### config.mk
export PLATFORM = sky130hd
export DESIGN_NAME = secv_mem_top
export DESIGN_NICKNAME = d
export VERILOG_FILES = /design/src/logic/mem_bus_pkg.sv /design/src/logic/secv_pkg.sv /design/src/logic/load_align.sv /design/src/logic/mem_access_ctrl.sv /design/src/logic/mem_ram.sv /design/src/logic/mem_req_decode.sv /design/src/logic/mtag_chk.sv /design/src/logic/secv_mem_top.sv
export VERILOG_INCLUDE_DIRS = /design/src /design/src/include
export SDC_FILE = /design/constraint.sdc
export NUM_CORES = 2
export LEC_CHECK = 0
export BUFFER_PORTS_ARGS = -buffer_cell sky130_fd_sc_hd__buf_4
export CAP_MARGIN = 20
export CORE_ASPECT_RATIO = 1.75
export CORE_MARGIN = 4
export CORE_UTILIZATION = 31
export CTS_CLUSTER_SIZE = 20
export DETAILED_ROUTE_END_ITERATION = 10
export HOLD_SLACK_MARGIN = 0.08
export SETUP_SLACK_MARGIN = 0.1
export SYNTH_ARGS = -nofsm -noshare
export SYNTH_HDL_FRONTEND = slang
export SYNTH_SLANG_ARGS = --single-unit
### constraint.sdc
create_clock -name clk_i -period 3.28 [get_ports clk_i]
set_input_delay 0.164 -clock clk_i [delete_from_list [all_inputs] [get_ports clk_i]]
set_output_delay 0.164 -clock clk_i [all_outputs]
set_load 0.05 [all_outputs]
### src/include/secv_defs.svh
// Sizes of the SEC-V memory unit; the data RAM is 256 bytes and one 16-bit tag covers 16 bytes
`ifndef SECV_DEFS_SVH
`define SECV_DEFS_SVH

// Register and data path width
`define SECV_XLEN 64

// Byte address width of the data memory, 32 doublewords
`define SECV_ADR_WIDTH 8

// Width of one memory tag
// Bit 15 marks a valid tag, the low bits hold the owner hart
`define SECV_TLEN 16

// Bytes per tag granule as a power of two
`define SECV_TAG_GRANULE_LOG2 4

// Harts sharing the memory
`define SECV_HARTS 4

// Any address with one of these bits set raises an access fault
`define SECV_ADR_FAULT_MASK 8'h80

`endif

### src/logic/mem_bus_pkg.sv
// Bus-side types; data and tag buses share one request struct carrying byte addresses
`default_nettype none

`include "secv_defs.svh"

package mem_bus_pkg;

    typedef logic [`SECV_ADR_WIDTH-1:0] dadr_t;
    typedef logic [`SECV_XLEN/8-1:0] sel_t;
    typedef logic [`SECV_XLEN-1:0] bdat_t;
    typedef logic [`SECV_TLEN-1:0] tag_t;
    typedef logic [`SECV_ADR_WIDTH-`SECV_TAG_GRANULE_LOG2-1:0] tadr_t;

    typedef struct packed {
        logic  cyc;
        logic  stb;
        logic  we;
        sel_t  sel;
        dadr_t adr;
        bdat_t dat;
    } bus_req_t;

    // Tag preload write, addressed by granule index
    typedef struct packed {
        logic  en;
        tadr_t adr;
        tag_t  tag;
    } tag_wr_t;

endpackage

`default_nettype wire

### src/logic/secv_pkg.sv
// Core-side types of the memory unit; only the 11 RV64 integer loads and stores are encoded
`default_nettype none

`include "secv_defs.svh"

package secv_pkg;

    typedef logic [`SECV_XLEN-1:0] xlen_t;
    typedef logic [$clog2(`SECV_HARTS)-1:0] hart_id_t;

    // Bit 3 marks a store, codes 7 and 12 to 15 are unused
    typedef enum logic [3:0] {
        MEM_OP_LB  = 4'h0,
        MEM_OP_LH  = 4'h1,
        MEM_OP_LW  = 4'h2,
        MEM_OP_LD  = 4'h3,
        MEM_OP_LBU = 4'h4,
        MEM_OP_LHU = 4'h5,
        MEM_OP_LWU = 4'h6,
        MEM_OP_SB  = 4'h8,
        MEM_OP_SH  = 4'h9,
        MEM_OP_SW  = 4'ha,
        MEM_OP_SD  = 4'hb
    } mem_op_t;

    // Standard RISC-V cause numbers, tag faults in the custom range
    typedef enum logic [4:0] {
        ECODE_OP_INVALID         = 5'd2,
        ECODE_LOAD_MISALIGNED    = 5'd4,
        ECODE_LOAD_ACCESS_FAULT  = 5'd5,
        ECODE_STORE_MISALIGNED   = 5'd6,
        ECODE_STORE_ACCESS_FAULT = 5'd7,
        ECODE_MTAG_LOAD_INVLD    = 5'd24,
        ECODE_MTAG_STORE_INVLD   = 5'd25,
        ECODE_NONE               = 5'd31
    } ecode_t;

    typedef struct packed {
        logic     ena;
        mem_op_t  op;
        xlen_t    src1;
        xlen_t    src2;
        hart_id_t hart;
    } funit_in_t;

    typedef struct packed {
        logic   rdy;
        logic   err;
        ecode_t ecode;
        xlen_t  res;
        logic   res_wb;
    } funit_out_t;

    // Idle response of a function unit
    function automatic funit_out_t funit_out_default();
        funit_out_t o;
        o       = '0;
        o.ecode = ECODE_NONE;
        return o;
    endfunction

endpackage

`default_nettype wire

### src/logic/load_align.sv
// Load result formatting; expects an aligned lane offset so the value never crosses the word
`default_nettype none

`include "secv_defs.svh"

module load_align import secv_pkg::*; (
    input  xlen_t      raw_i,
    input  logic [2:0] lane_i,
    input  logic [1:0] size_i,
    input  logic       signed_i,
    output xlen_t      res_o
);
    xlen_t shifted;

    // Move the addressed bytes down to lane 0
    assign shifted = raw_i >> {lane_i, 3'b000};

    always_comb begin
        case (size_i)
            2'd0: begin
                res_o = {{(`SECV_XLEN-8){signed_i & shifted[7]}}, shifted[7:0]};
            end
            2'd1: begin
                res_o = {{(`SECV_XLEN-16){signed_i & shifted[15]}}, shifted[15:0]};
            end
            2'd2: begin
                res_o = {{(`SECV_XLEN-32){signed_i & shifted[31]}}, shifted[31:0]};
            end
            default: begin
                res_o = shifted;
            end
        endcase
    end

endmodule

`default_nettype wire

### src/logic/mem_access_ctrl.sv
// Single-request sequencer; expects ena and operands held until rdy and memories that ack in one cycle
`default_nettype none

`include "secv_defs.svh"

module mem_access_ctrl import secv_pkg::*, mem_bus_pkg::*; (
    input  logic       clk_i,
    input  logic       rst_i,
    input  funit_in_t  fu_i,
    input  bus_req_t   bus_i,
    input  logic [1:0] size_i,
    input  logic       signed_i,
    input  logic       load_i,
    input  logic       dec_err_i,
    input  ecode_t     dec_ecode_i,
    output bus_req_t   tbus_o,
    input  tag_t       tdat_i,
    input  logic       tack_i,
    output bus_req_t   dbus_o,
    input  logic       dack_i,
    input  xlen_t      res_i,
    output funit_out_t fu_o
);
    typedef enum logic [1:0] {
        IDLE,
        TAG,
        ACCESS,
        DONE
    } state_t;

    state_t state_q;
    state_t state_d;
    logic   err_q;
    logic   err_d;
    ecode_t ecode_q;
    ecode_t ecode_d;
    logic   tag_start;
    logic   tag_done;
    logic   tag_err;
    logic   adr_fault;
    logic   rdy;
    xlen_t  load_res;

    assign adr_fault = (bus_i.adr & dadr_t'(`SECV_ADR_FAULT_MASK)) != '0;
    assign tag_start = (state_q == IDLE) && fu_i.ena && !dec_err_i;

    mtag_chk u_mtag_chk (
        .clk_i   (clk_i),
        .rst_i   (rst_i),
        .start_i (tag_start),
        .adr_i   (bus_i.adr),
        .hart_i  (fu_i.hart),
        .tbus_o  (tbus_o),
        .tdat_i  (tdat_i),
        .tack_i  (tack_i),
        .done_o  (tag_done),
        .err_o   (tag_err)
    );

    load_align u_load_align (
        .raw_i    (res_i),
        .lane_i   (bus_i.adr[2:0]),
        .size_i   (size_i),
        .signed_i (signed_i),
        .res_o    (load_res)
    );

    always_comb begin
        state_d = state_q;
        err_d   = err_q;
        ecode_d = ecode_q;
        case (state_q)
            IDLE: begin
                if (fu_i.ena && dec_err_i) begin
                    state_d = DONE;
                    err_d   = 1'b1;
                    ecode_d = dec_ecode_i;
                end else if (fu_i.ena) begin
                    state_d = TAG;
                    err_d   = 1'b0;
                    ecode_d = ECODE_NONE;
                end
            end
            TAG: begin
                // Tag fault wins over address fault
                if (tag_done && tag_err) begin
                    state_d = DONE;
                    err_d   = 1'b1;
                    ecode_d = load_i ? ECODE_MTAG_LOAD_INVLD : ECODE_MTAG_STORE_INVLD;
                end else if (tag_done && adr_fault) begin
                    state_d = DONE;
                    err_d   = 1'b1;
                    ecode_d = load_i ? ECODE_LOAD_ACCESS_FAULT : ECODE_STORE_ACCESS_FAULT;
                end else if (tag_done) begin
                    state_d = ACCESS;
                end
            end
            ACCESS:  state_d = DONE;
            DONE: begin
                if (rdy) begin
                    state_d = IDLE;
                end
            end
            default: state_d = IDLE;
        endcase
    end

    always_ff @(posedge clk_i) begin
        if (rst_i) begin
            state_q <= IDLE;
            err_q   <= 1'b0;
            ecode_q <= ECODE_NONE;
        end else begin
            state_q <= state_d;
            err_q   <= err_d;
            ecode_q <= ecode_d;
        end
    end

    // One strobe per access
    always_comb begin
        dbus_o = '0;
        if (state_q == ACCESS) begin
            dbus_o     = bus_i;
            dbus_o.cyc = 1'b1;
            dbus_o.stb = 1'b1;
        end
    end

    assign rdy = (state_q == DONE) && (err_q || dack_i);

    always_comb begin
        fu_o = funit_out_default();
        if (fu_i.ena && rdy) begin
            fu_o.rdy   = 1'b1;
            fu_o.err   = err_q;
            fu_o.ecode = ecode_q;
            if (load_i && !err_q) begin
                fu_o.res    = load_res;
                fu_o.res_wb = 1'b1;
            end
        end
    end

endmodule

`default_nettype wire

### src/logic/mem_ram.sv
// Byte-addressed RAM of DW-bit words; a bus access wins over a preload write in the same cycle
`default_nettype none

`include "secv_defs.svh"

module mem_ram import mem_bus_pkg::*; #(
    parameter int DW = `SECV_XLEN
) (
    input  logic          clk_i,
    input  logic          rst_i,
    input  bus_req_t      req_i,
    input  tag_wr_t       wr_i,
    output logic [DW-1:0] dat_o,
    output logic          ack_o
);
    localparam int NB  = DW / 8;
    localparam int OFS = $clog2(NB);
    localparam int AW  = `SECV_ADR_WIDTH - OFS;

    logic [DW-1:0] mem [2**AW];
    logic [AW-1:0] idx;
    logic          acc;

    // Word index from the byte address
    assign idx = req_i.adr[`SECV_ADR_WIDTH-1:OFS];
    assign acc = req_i.cyc && req_i.stb;

    always_ff @(posedge clk_i) begin
        if (rst_i) begin
            for (int i = 0; i < 2**AW; i++) begin
                mem[i] <= '0;
            end
            dat_o <= '0;
            ack_o <= 1'b0;
        end else begin
            ack_o <= acc;
            if (acc && req_i.we) begin
                for (int b = 0; b < NB; b++) begin
                    if (req_i.sel[b]) begin
                        mem[idx][8*b +: 8] <= req_i.dat[8*b +: 8];
                    end
                end
            end else if (acc) begin
                dat_o <= mem[idx];
            end else if (wr_i.en) begin
                mem[AW'(wr_i.adr)] <= DW'(wr_i.tag);
            end
        end
    end

endmodule

`default_nettype wire

### src/logic/mem_req_decode.sv
// Pure logic request decode; its outputs are only meaningful while the operands are held steady
`default_nettype none

module mem_req_decode import secv_pkg::*, mem_bus_pkg::*; (
    input  funit_in_t  fu_i,
    output bus_req_t   bus_o,
    output logic [1:0] size_o,
    output logic       signed_o,
    output logic       load_o,
    output logic       dec_err_o,
    output ecode_t     dec_ecode_o
);
    logic [2:0] lane;
    logic       valid_op;
    logic       misaligned;
    sel_t       sel_base;

    assign lane = fu_i.src1[2:0];

    // Size is log2 of the access width in bytes
    always_comb begin
        valid_op = 1'b1;
        size_o   = 2'd0;
        signed_o = 1'b0;
        load_o   = 1'b1;
        case (fu_i.op)
            MEM_OP_LB:  signed_o = 1'b1;
            MEM_OP_LH: begin
                size_o   = 2'd1;
                signed_o = 1'b1;
            end
            MEM_OP_LW: begin
                size_o   = 2'd2;
                signed_o = 1'b1;
            end
            MEM_OP_LD:  size_o = 2'd3;
            MEM_OP_LBU: size_o = 2'd0;
            MEM_OP_LHU: size_o = 2'd1;
            MEM_OP_LWU: size_o = 2'd2;
            MEM_OP_SB:  load_o = 1'b0;
            MEM_OP_SH: begin
                size_o = 2'd1;
                load_o = 1'b0;
            end
            MEM_OP_SW: begin
                size_o = 2'd2;
                load_o = 1'b0;
            end
            MEM_OP_SD: begin
                size_o = 2'd3;
                load_o = 1'b0;
            end
            default:    valid_op = 1'b0;
        endcase
    end

    // Natural alignment per size
    always_comb begin
        case (size_o)
            2'd0: begin
                sel_base   = 8'h01;
                misaligned = 1'b0;
            end
            2'd1: begin
                sel_base   = 8'h03;
                misaligned = lane[0];
            end
            2'd2: begin
                sel_base   = 8'h0f;
                misaligned = |lane[1:0];
            end
            default: begin
                sel_base   = 8'hff;
                misaligned = |lane;
            end
        endcase
    end

    // Lanes follow the low address bits, strobes are added by the sequencer
    always_comb begin
        bus_o     = '0;
        bus_o.we  = !load_o;
        bus_o.sel = sel_base << lane;
        bus_o.adr = dadr_t'(fu_i.src1);
        bus_o.dat = fu_i.src2 << {lane, 3'b000};
    end

    always_comb begin
        dec_err_o   = 1'b0;
        dec_ecode_o = ECODE_NONE;
        if (!valid_op) begin
            dec_err_o   = 1'b1;
            dec_ecode_o = ECODE_OP_INVALID;
        end else if (misaligned) begin
            dec_err_o   = 1'b1;
            dec_ecode_o = load_o ? ECODE_LOAD_MISALIGNED : ECODE_STORE_MISALIGNED;
        end
    end

endmodule

`default_nettype wire

### src/logic/mtag_chk.sv
// Tag lookup for one granule; needs a tag RAM with registered data that acks one cycle after stb
`default_nettype none

`include "secv_defs.svh"

module mtag_chk import secv_pkg::*, mem_bus_pkg::*; (
    input  logic     clk_i,
    input  logic     rst_i,
    input  logic     start_i,
    input  dadr_t    adr_i,
    input  hart_id_t hart_i,
    output bus_req_t tbus_o,
    input  tag_t     tdat_i,
    input  logic     tack_i,
    output logic     done_o,
    output logic     err_o
);
    typedef enum logic {
        IDLE,
        WAIT
    } state_t;

    state_t   state_q;
    state_t   state_d;
    tadr_t    tadr;
    logic     tag_valid;
    hart_id_t tag_owner;

    // Granule index of the data address
    assign tadr = tadr_t'(adr_i >> `SECV_TAG_GRANULE_LOG2);

    // Tag RAM is byte addressed like the data bus
    always_comb begin
        tbus_o     = '0;
        tbus_o.cyc = (state_q == IDLE) && start_i;
        tbus_o.stb = (state_q == IDLE) && start_i;
        tbus_o.sel = sel_t'({(`SECV_TLEN/8){1'b1}});
        tbus_o.adr = dadr_t'(tadr) << $clog2(`SECV_TLEN / 8);
    end

    always_comb begin
        state_d = state_q;
        case (state_q)
            IDLE: begin
                if (start_i) begin
                    state_d = WAIT;
                end
            end
            WAIT: begin
                if (tack_i) begin
                    state_d = IDLE;
                end
            end
            default: state_d = IDLE;
        endcase
    end

    always_ff @(posedge clk_i) begin
        if (rst_i) begin
            state_q <= IDLE;
        end else begin
            state_q <= state_d;
        end
    end

    // Tag word comes straight from the RAM output register
    assign tag_valid = tdat_i[`SECV_TLEN-1];
    assign tag_owner = tdat_i[$bits(hart_id_t)-1:0];

    assign done_o = (state_q == WAIT) && tack_i;
    assign err_o  = done_o && tag_valid && (tag_owner != hart_i);

endmodule

`default_nettype wire

### src/logic/secv_mem_top.sv
// Memory function unit with its data and tag RAMs; tag_wr_i may only be used while fu_i.ena is low
`default_nettype none

`include "secv_defs.svh"

module secv_mem_top import secv_pkg::*, mem_bus_pkg::*; (
    input  logic       clk_i,
    input  logic       rst_i,
    input  funit_in_t  fu_i,
    output funit_out_t fu_o,
    input  tag_wr_t    tag_wr_i
);
    bus_req_t   dec_bus;
    bus_req_t   dbus;
    bus_req_t   tbus;
    logic [1:0] dec_size;
    logic       dec_signed;
    logic       dec_load;
    logic       dec_err;
    ecode_t     dec_ecode;
    xlen_t      dram_dat;
    logic       dram_ack;
    tag_t       tram_dat;
    logic       tram_ack;

    mem_req_decode u_mem_req_decode (
        .fu_i        (fu_i),
        .bus_o       (dec_bus),
        .size_o      (dec_size),
        .signed_o    (dec_signed),
        .load_o      (dec_load),
        .dec_err_o   (dec_err),
        .dec_ecode_o (dec_ecode)
    );

    mem_access_ctrl u_mem_access_ctrl (
        .clk_i       (clk_i),
        .rst_i       (rst_i),
        .fu_i        (fu_i),
        .bus_i       (dec_bus),
        .size_i      (dec_size),
        .signed_i    (dec_signed),
        .load_i      (dec_load),
        .dec_err_i   (dec_err),
        .dec_ecode_i (dec_ecode),
        .tbus_o      (tbus),
        .tdat_i      (tram_dat),
        .tack_i      (tram_ack),
        .dbus_o      (dbus),
        .dack_i      (dram_ack),
        .res_i       (dram_dat),
        .fu_o        (fu_o)
    );

    // Data RAM has no preload path
    mem_ram #(.DW(`SECV_XLEN)) u_dram (
        .clk_i (clk_i),
        .rst_i (rst_i),
        .req_i (dbus),
        .wr_i  (tag_wr_t'('0)),
        .dat_o (dram_dat),
        .ack_o (dram_ack)
    );

    mem_ram #(.DW(`SECV_TLEN)) u_tram (
        .clk_i (clk_i),
        .rst_i (rst_i),
        .req_i (tbus),
        .wr_i  (tag_wr_i),
        .dat_o (tram_dat),
        .ack_o (tram_ack)
    );

endmodule

`default_nettype wire

==> metrics.md <==
| Metric | Value |
|---|---|
| Area leader, netlist | edfxtp_1 |
| Fin crit period | 3.258 ns |
| Area Overhead vs Synth | 17.06% |
| FF+latch count, synth | 2173 |
| I/O Pins | 230 |
| Worst R2R Path Depth | 8 |
| Vias | 75984 |
| Total global-route track usage | 23.18% |
| Cells after synthesis | 8633 |
| Buffers on Ports | 160 |
| Later-pin clock latency in the skew report | 0.89 ns |
| Vias per inst | 5.695 |
| Clock Pin Slew Worst Setup and Hold Paths | 0.07 ns |
| Cell variety after synth | 89 |
| Most frequent CP cell | buf_12 |
| Antenna-violating nets left | 0 |
| Post-Syn Nets | 8795 |
| HPWL after detailed placement | 283800 microns |
| Max incr delay on CP | 0.52 ns |
| Worst setup path category | reg2out |
| Sink Count | 2173 |
| Cell area after layout | 119200 sq um |
| Storage cell area | 64500 sq um |
| Power per Cell Area | 557.4 nW/um^2 |
| Worst path arrival time | 3.09 ns |
| CTS root buf | clkbuf_16 |
| Worst R2R Setup Slack | 0.09 ns |
| Die H | 766.3 microns |
| Crit-path max FO | 8 |
| FF-to-FF Start | u_mem_access_ctrl.state_q[0] |
| # H-tree levels | 4 |
| CP bufs+invs | 4 |
| P_leak | 40.03 nW |
| Gr ovfl total | 0 |
| Hold Crit Start | fu_i[73] |
| Final core utilization | 36.43% |
| Hold path depth | 4 |
| Post-synth ARST share | 0% |
| Actual slew at the worst max-slew pin | 1.101 ns |
| Synth area leaders | edfxtp_1 62%, nor2_1 8.0%, mux2i_1 3.3%, mux2_2 2.3%, a21oi_1 1.8% |
| Number of global-route vias before repair | 74954 |
| Seq/Total Area, Yosys | 63.31% |
| Clk buf depth | 4 |
| Yosys warning count | 0 |
| Post-Syn Area | 101900 sq um |
| Dominant synthesized flop cell | edfxtp_1 |
| Area after DPL | 112000 sq um |
| Max cap viols | 0 |
| DR WL/cell | 30.48 microns |
| First DRT Iteration DRCs | 9132 |
| Top delay family on crit path | multiplexers |
| Crit-path slowest cell | mux4_2 |
| Gpl congestion | 0.9679 |
| Share of cells above drive strength 1 | 19.88% |
| Power Total | 66.46 mW |
| Syn_area_per_cell | 11.80 sq um |
| Worst hold path type | in2reg |
| Clk_skew | 0.06596 ns |
| Number of synthesized flops with an enable pin | 2096 |
| Final setup fails | 0 |
| CTS Buf Count | 187 |
| Peak Freq | 306.9 MHz |
| Fin. Hold Viols | 0 |
| Die area | 338200 sq um |
| Hold EP | u_dram.dat_o[47] |
| Max-slew violations | 0 |
| Core area | 327300 sq um |
| Post-route DRC | 0 |
| Worst path required time | 3.12 ns |
| Post-synth top area share | 61.79% |
| Starting Density | 31.12% |
| Initial antenna violation count | 28 |
| RSZ-0062 raised after global routing | yes |
| Worst rel slew slack | 25.81% |
| Fillers | 31511 |
| # rows | 278 |
| Die X | 441.3 microns |
| First-pass DRT Iterations | 6 |
| Final wirelength | 406700 microns |
| Hold slack | 0.1053 ns |
| Area occupied by multi-input gates | 33800 sq um |
| Status | complete, no violations |
| Crit path cell chain | mux2_4 -> mux4_2 -> nand3b_4 -> o21ai_4 -> a21oi_4 -> buf_12 -> buf_12 -> buf_16 -> nor3_2 -> buf_6 |
| Worst VDD drop | 437.9 uV |
| Crit end category | primary output |
| Largest net degree at the start of global routing | 121 |
| Period utilization | 99.33% |
| Worst r2r dst | u_dram.mem[25][28] |
| CTS tree | built |
| Critical Path Source Type | flip-flop |
| First-pass GRT wire length | 562500 microns |
| Final #Nets | 9005 |
## synthesized netlist by cell type, types with 81 or more instances
| cell type | n |
|---|---|
| nor2_1 | 2178 |
| edfxtp_1 | 2096 |
| nand2_1 | 448 |
| a21oi_1 | 370 |
| clkbuf_1 | 351 |
| mux2i_1 | 336 |
| buf_2 | 328 |
| o21ai_0 | 244 |
| mux2_2 | 207 |
| a21o_1 | 180 |
| a221oi_1 | 157 |
| nor2_2 | 151 |
| o221ai_1 | 132 |
| a22oi_1 | 100 |
| nand2b_1 | 87 |
| nor3b_1 | 84 |
| buf_1 | 81 |
| nor3_1 | 81 |
## sequential cells by signal, indices dropped and copies added (netlist names)
signal / flops
u_tram.ack_o: 1
u_mem_access_ctrl.u_mtag_chk.state_q: 1
u_dram.dat_o: 64
u_dram.mem: 2048
u_tram.dat_o: 3
u_mem_access_ctrl.state_q: 2
u_mem_access_ctrl.ecode_q: 4
u_dram.ack_o: 1
u_mem_access_ctrl.err_q: 1
u_tram.mem: 48
## worst max path at each step
stage                                            start  depth (start not counted)                  to  slack [ns]
after floorplan                               fu_i[66]                          9            fu_o[35]        0.44
after global placement    u_mem_access_ctrl.state_q[0]                          9   u_dram.mem[26][8]       -0.16
after detailed placement  u_mem_access_ctrl.state_q[0]                          9  u_dram.mem[26][13]       -0.12
after CTS                             u_dram.dat_o[55]                         10            fu_o[52]       -0.02
after global routing                  u_dram.dat_o[55]                         10            fu_o[50]       -0.03
final                                 u_dram.dat_o[55]                         10            fu_o[50]        0.02
## cell usage in the layout, fill, tap and decap left out, types with 100 or more instances in the layout
cell type,instances
a21o_1,158
a21oi_1,368
a221oi_1,156
a22oi_1,100
buf_12,168
buf_4,649
clkbuf_16,191
edfxtp_1,2096
mux2_2,205
mux2i_1,336
nand2_1,435
nor2_1,2170
nor2_2,155
o21ai_0,242
o221ai_1,131
## final cells by class
| class | count | area share, % |
|---|---|---|
| clock inverters | 119 | 1.093 |
| flip-flops and latches | 2173 | 54.09 |
| repair buffers | 884 | 7.587 |
| multi-input cells | 5545 | 28.35 |
| diodes | 15 | 0.03148 |
| inverters | 52 | 0.1700 |
| well taps | 4340 | 4.554 |
| clock buffers | 214 | 4.123 |
## repair_timing
action	4_1_cts	5_1_grt
gates cloned	4	0
pin swaps	9	6
resized for setup	80	46
hold buffers	30	0
setup endpoints to repair	313	687
buffers inserted	5	4
endpoints found under the hold margin	403	0
## cells by family after synthesis
kind of cell             after synthesis  synth area share, %
AND/OR/NAND/NOR                     3283                13.85
flip-flops                          2173                63.31
AO/OA/AOI/OAI                       1643                11.38
buffers and inverters                915                4.274
multiplexers                         612                7.116
adder cells (fa/ha/maj)                4              0.04914
XOR/XNOR                               3              0.02580
## metrics by stage
step / worst slack [ns] / std cells / setup TNS (ns)
2_1_floorplan: 0.4401 / 8633 / 0
3_3_place_gp: -0.1602 / 12950 / -6.921
3_5_place_dp: -0.1188 / 12951 / -4.297
4_1_cts: -0.01890 / 13323 / -0.1233
5_1_grt: -0.03366 / 13331 / -0.4882
6_report: 0.02187 / 13342 / 0
## routing by layer
| layer | up-vias | GRT usage [%] | share of wire, % |
|---|---|---|---|
| li1 | 31880 | - | - |
| met1 | 38139 | 24.30 | 32 |
| met2 | 4667 | 39.15 | 48 |
| met3 | 1282 | 4.172 | 8.6 |
| met4 | 16 | 21.32 | 11 |
| met5 | - | 0 | 0.023 |
## worst min-delay path, stage by stage
cell and delay (ns):
buf_4 0.21, a211oi_1 0.27, nor3_1 0.12, o21ai_0 0.14
## report_power, final
| part | switching (mW) | internal (mW) |
|---|---|---|
| clock network | 10.6 | 12.8 |
| registers | 1.07 | 31.4 |
| logic | 7.23 | 3.31 |
| total | 18.9 | 47.6 |
Power figures use the tool's default switching activity.
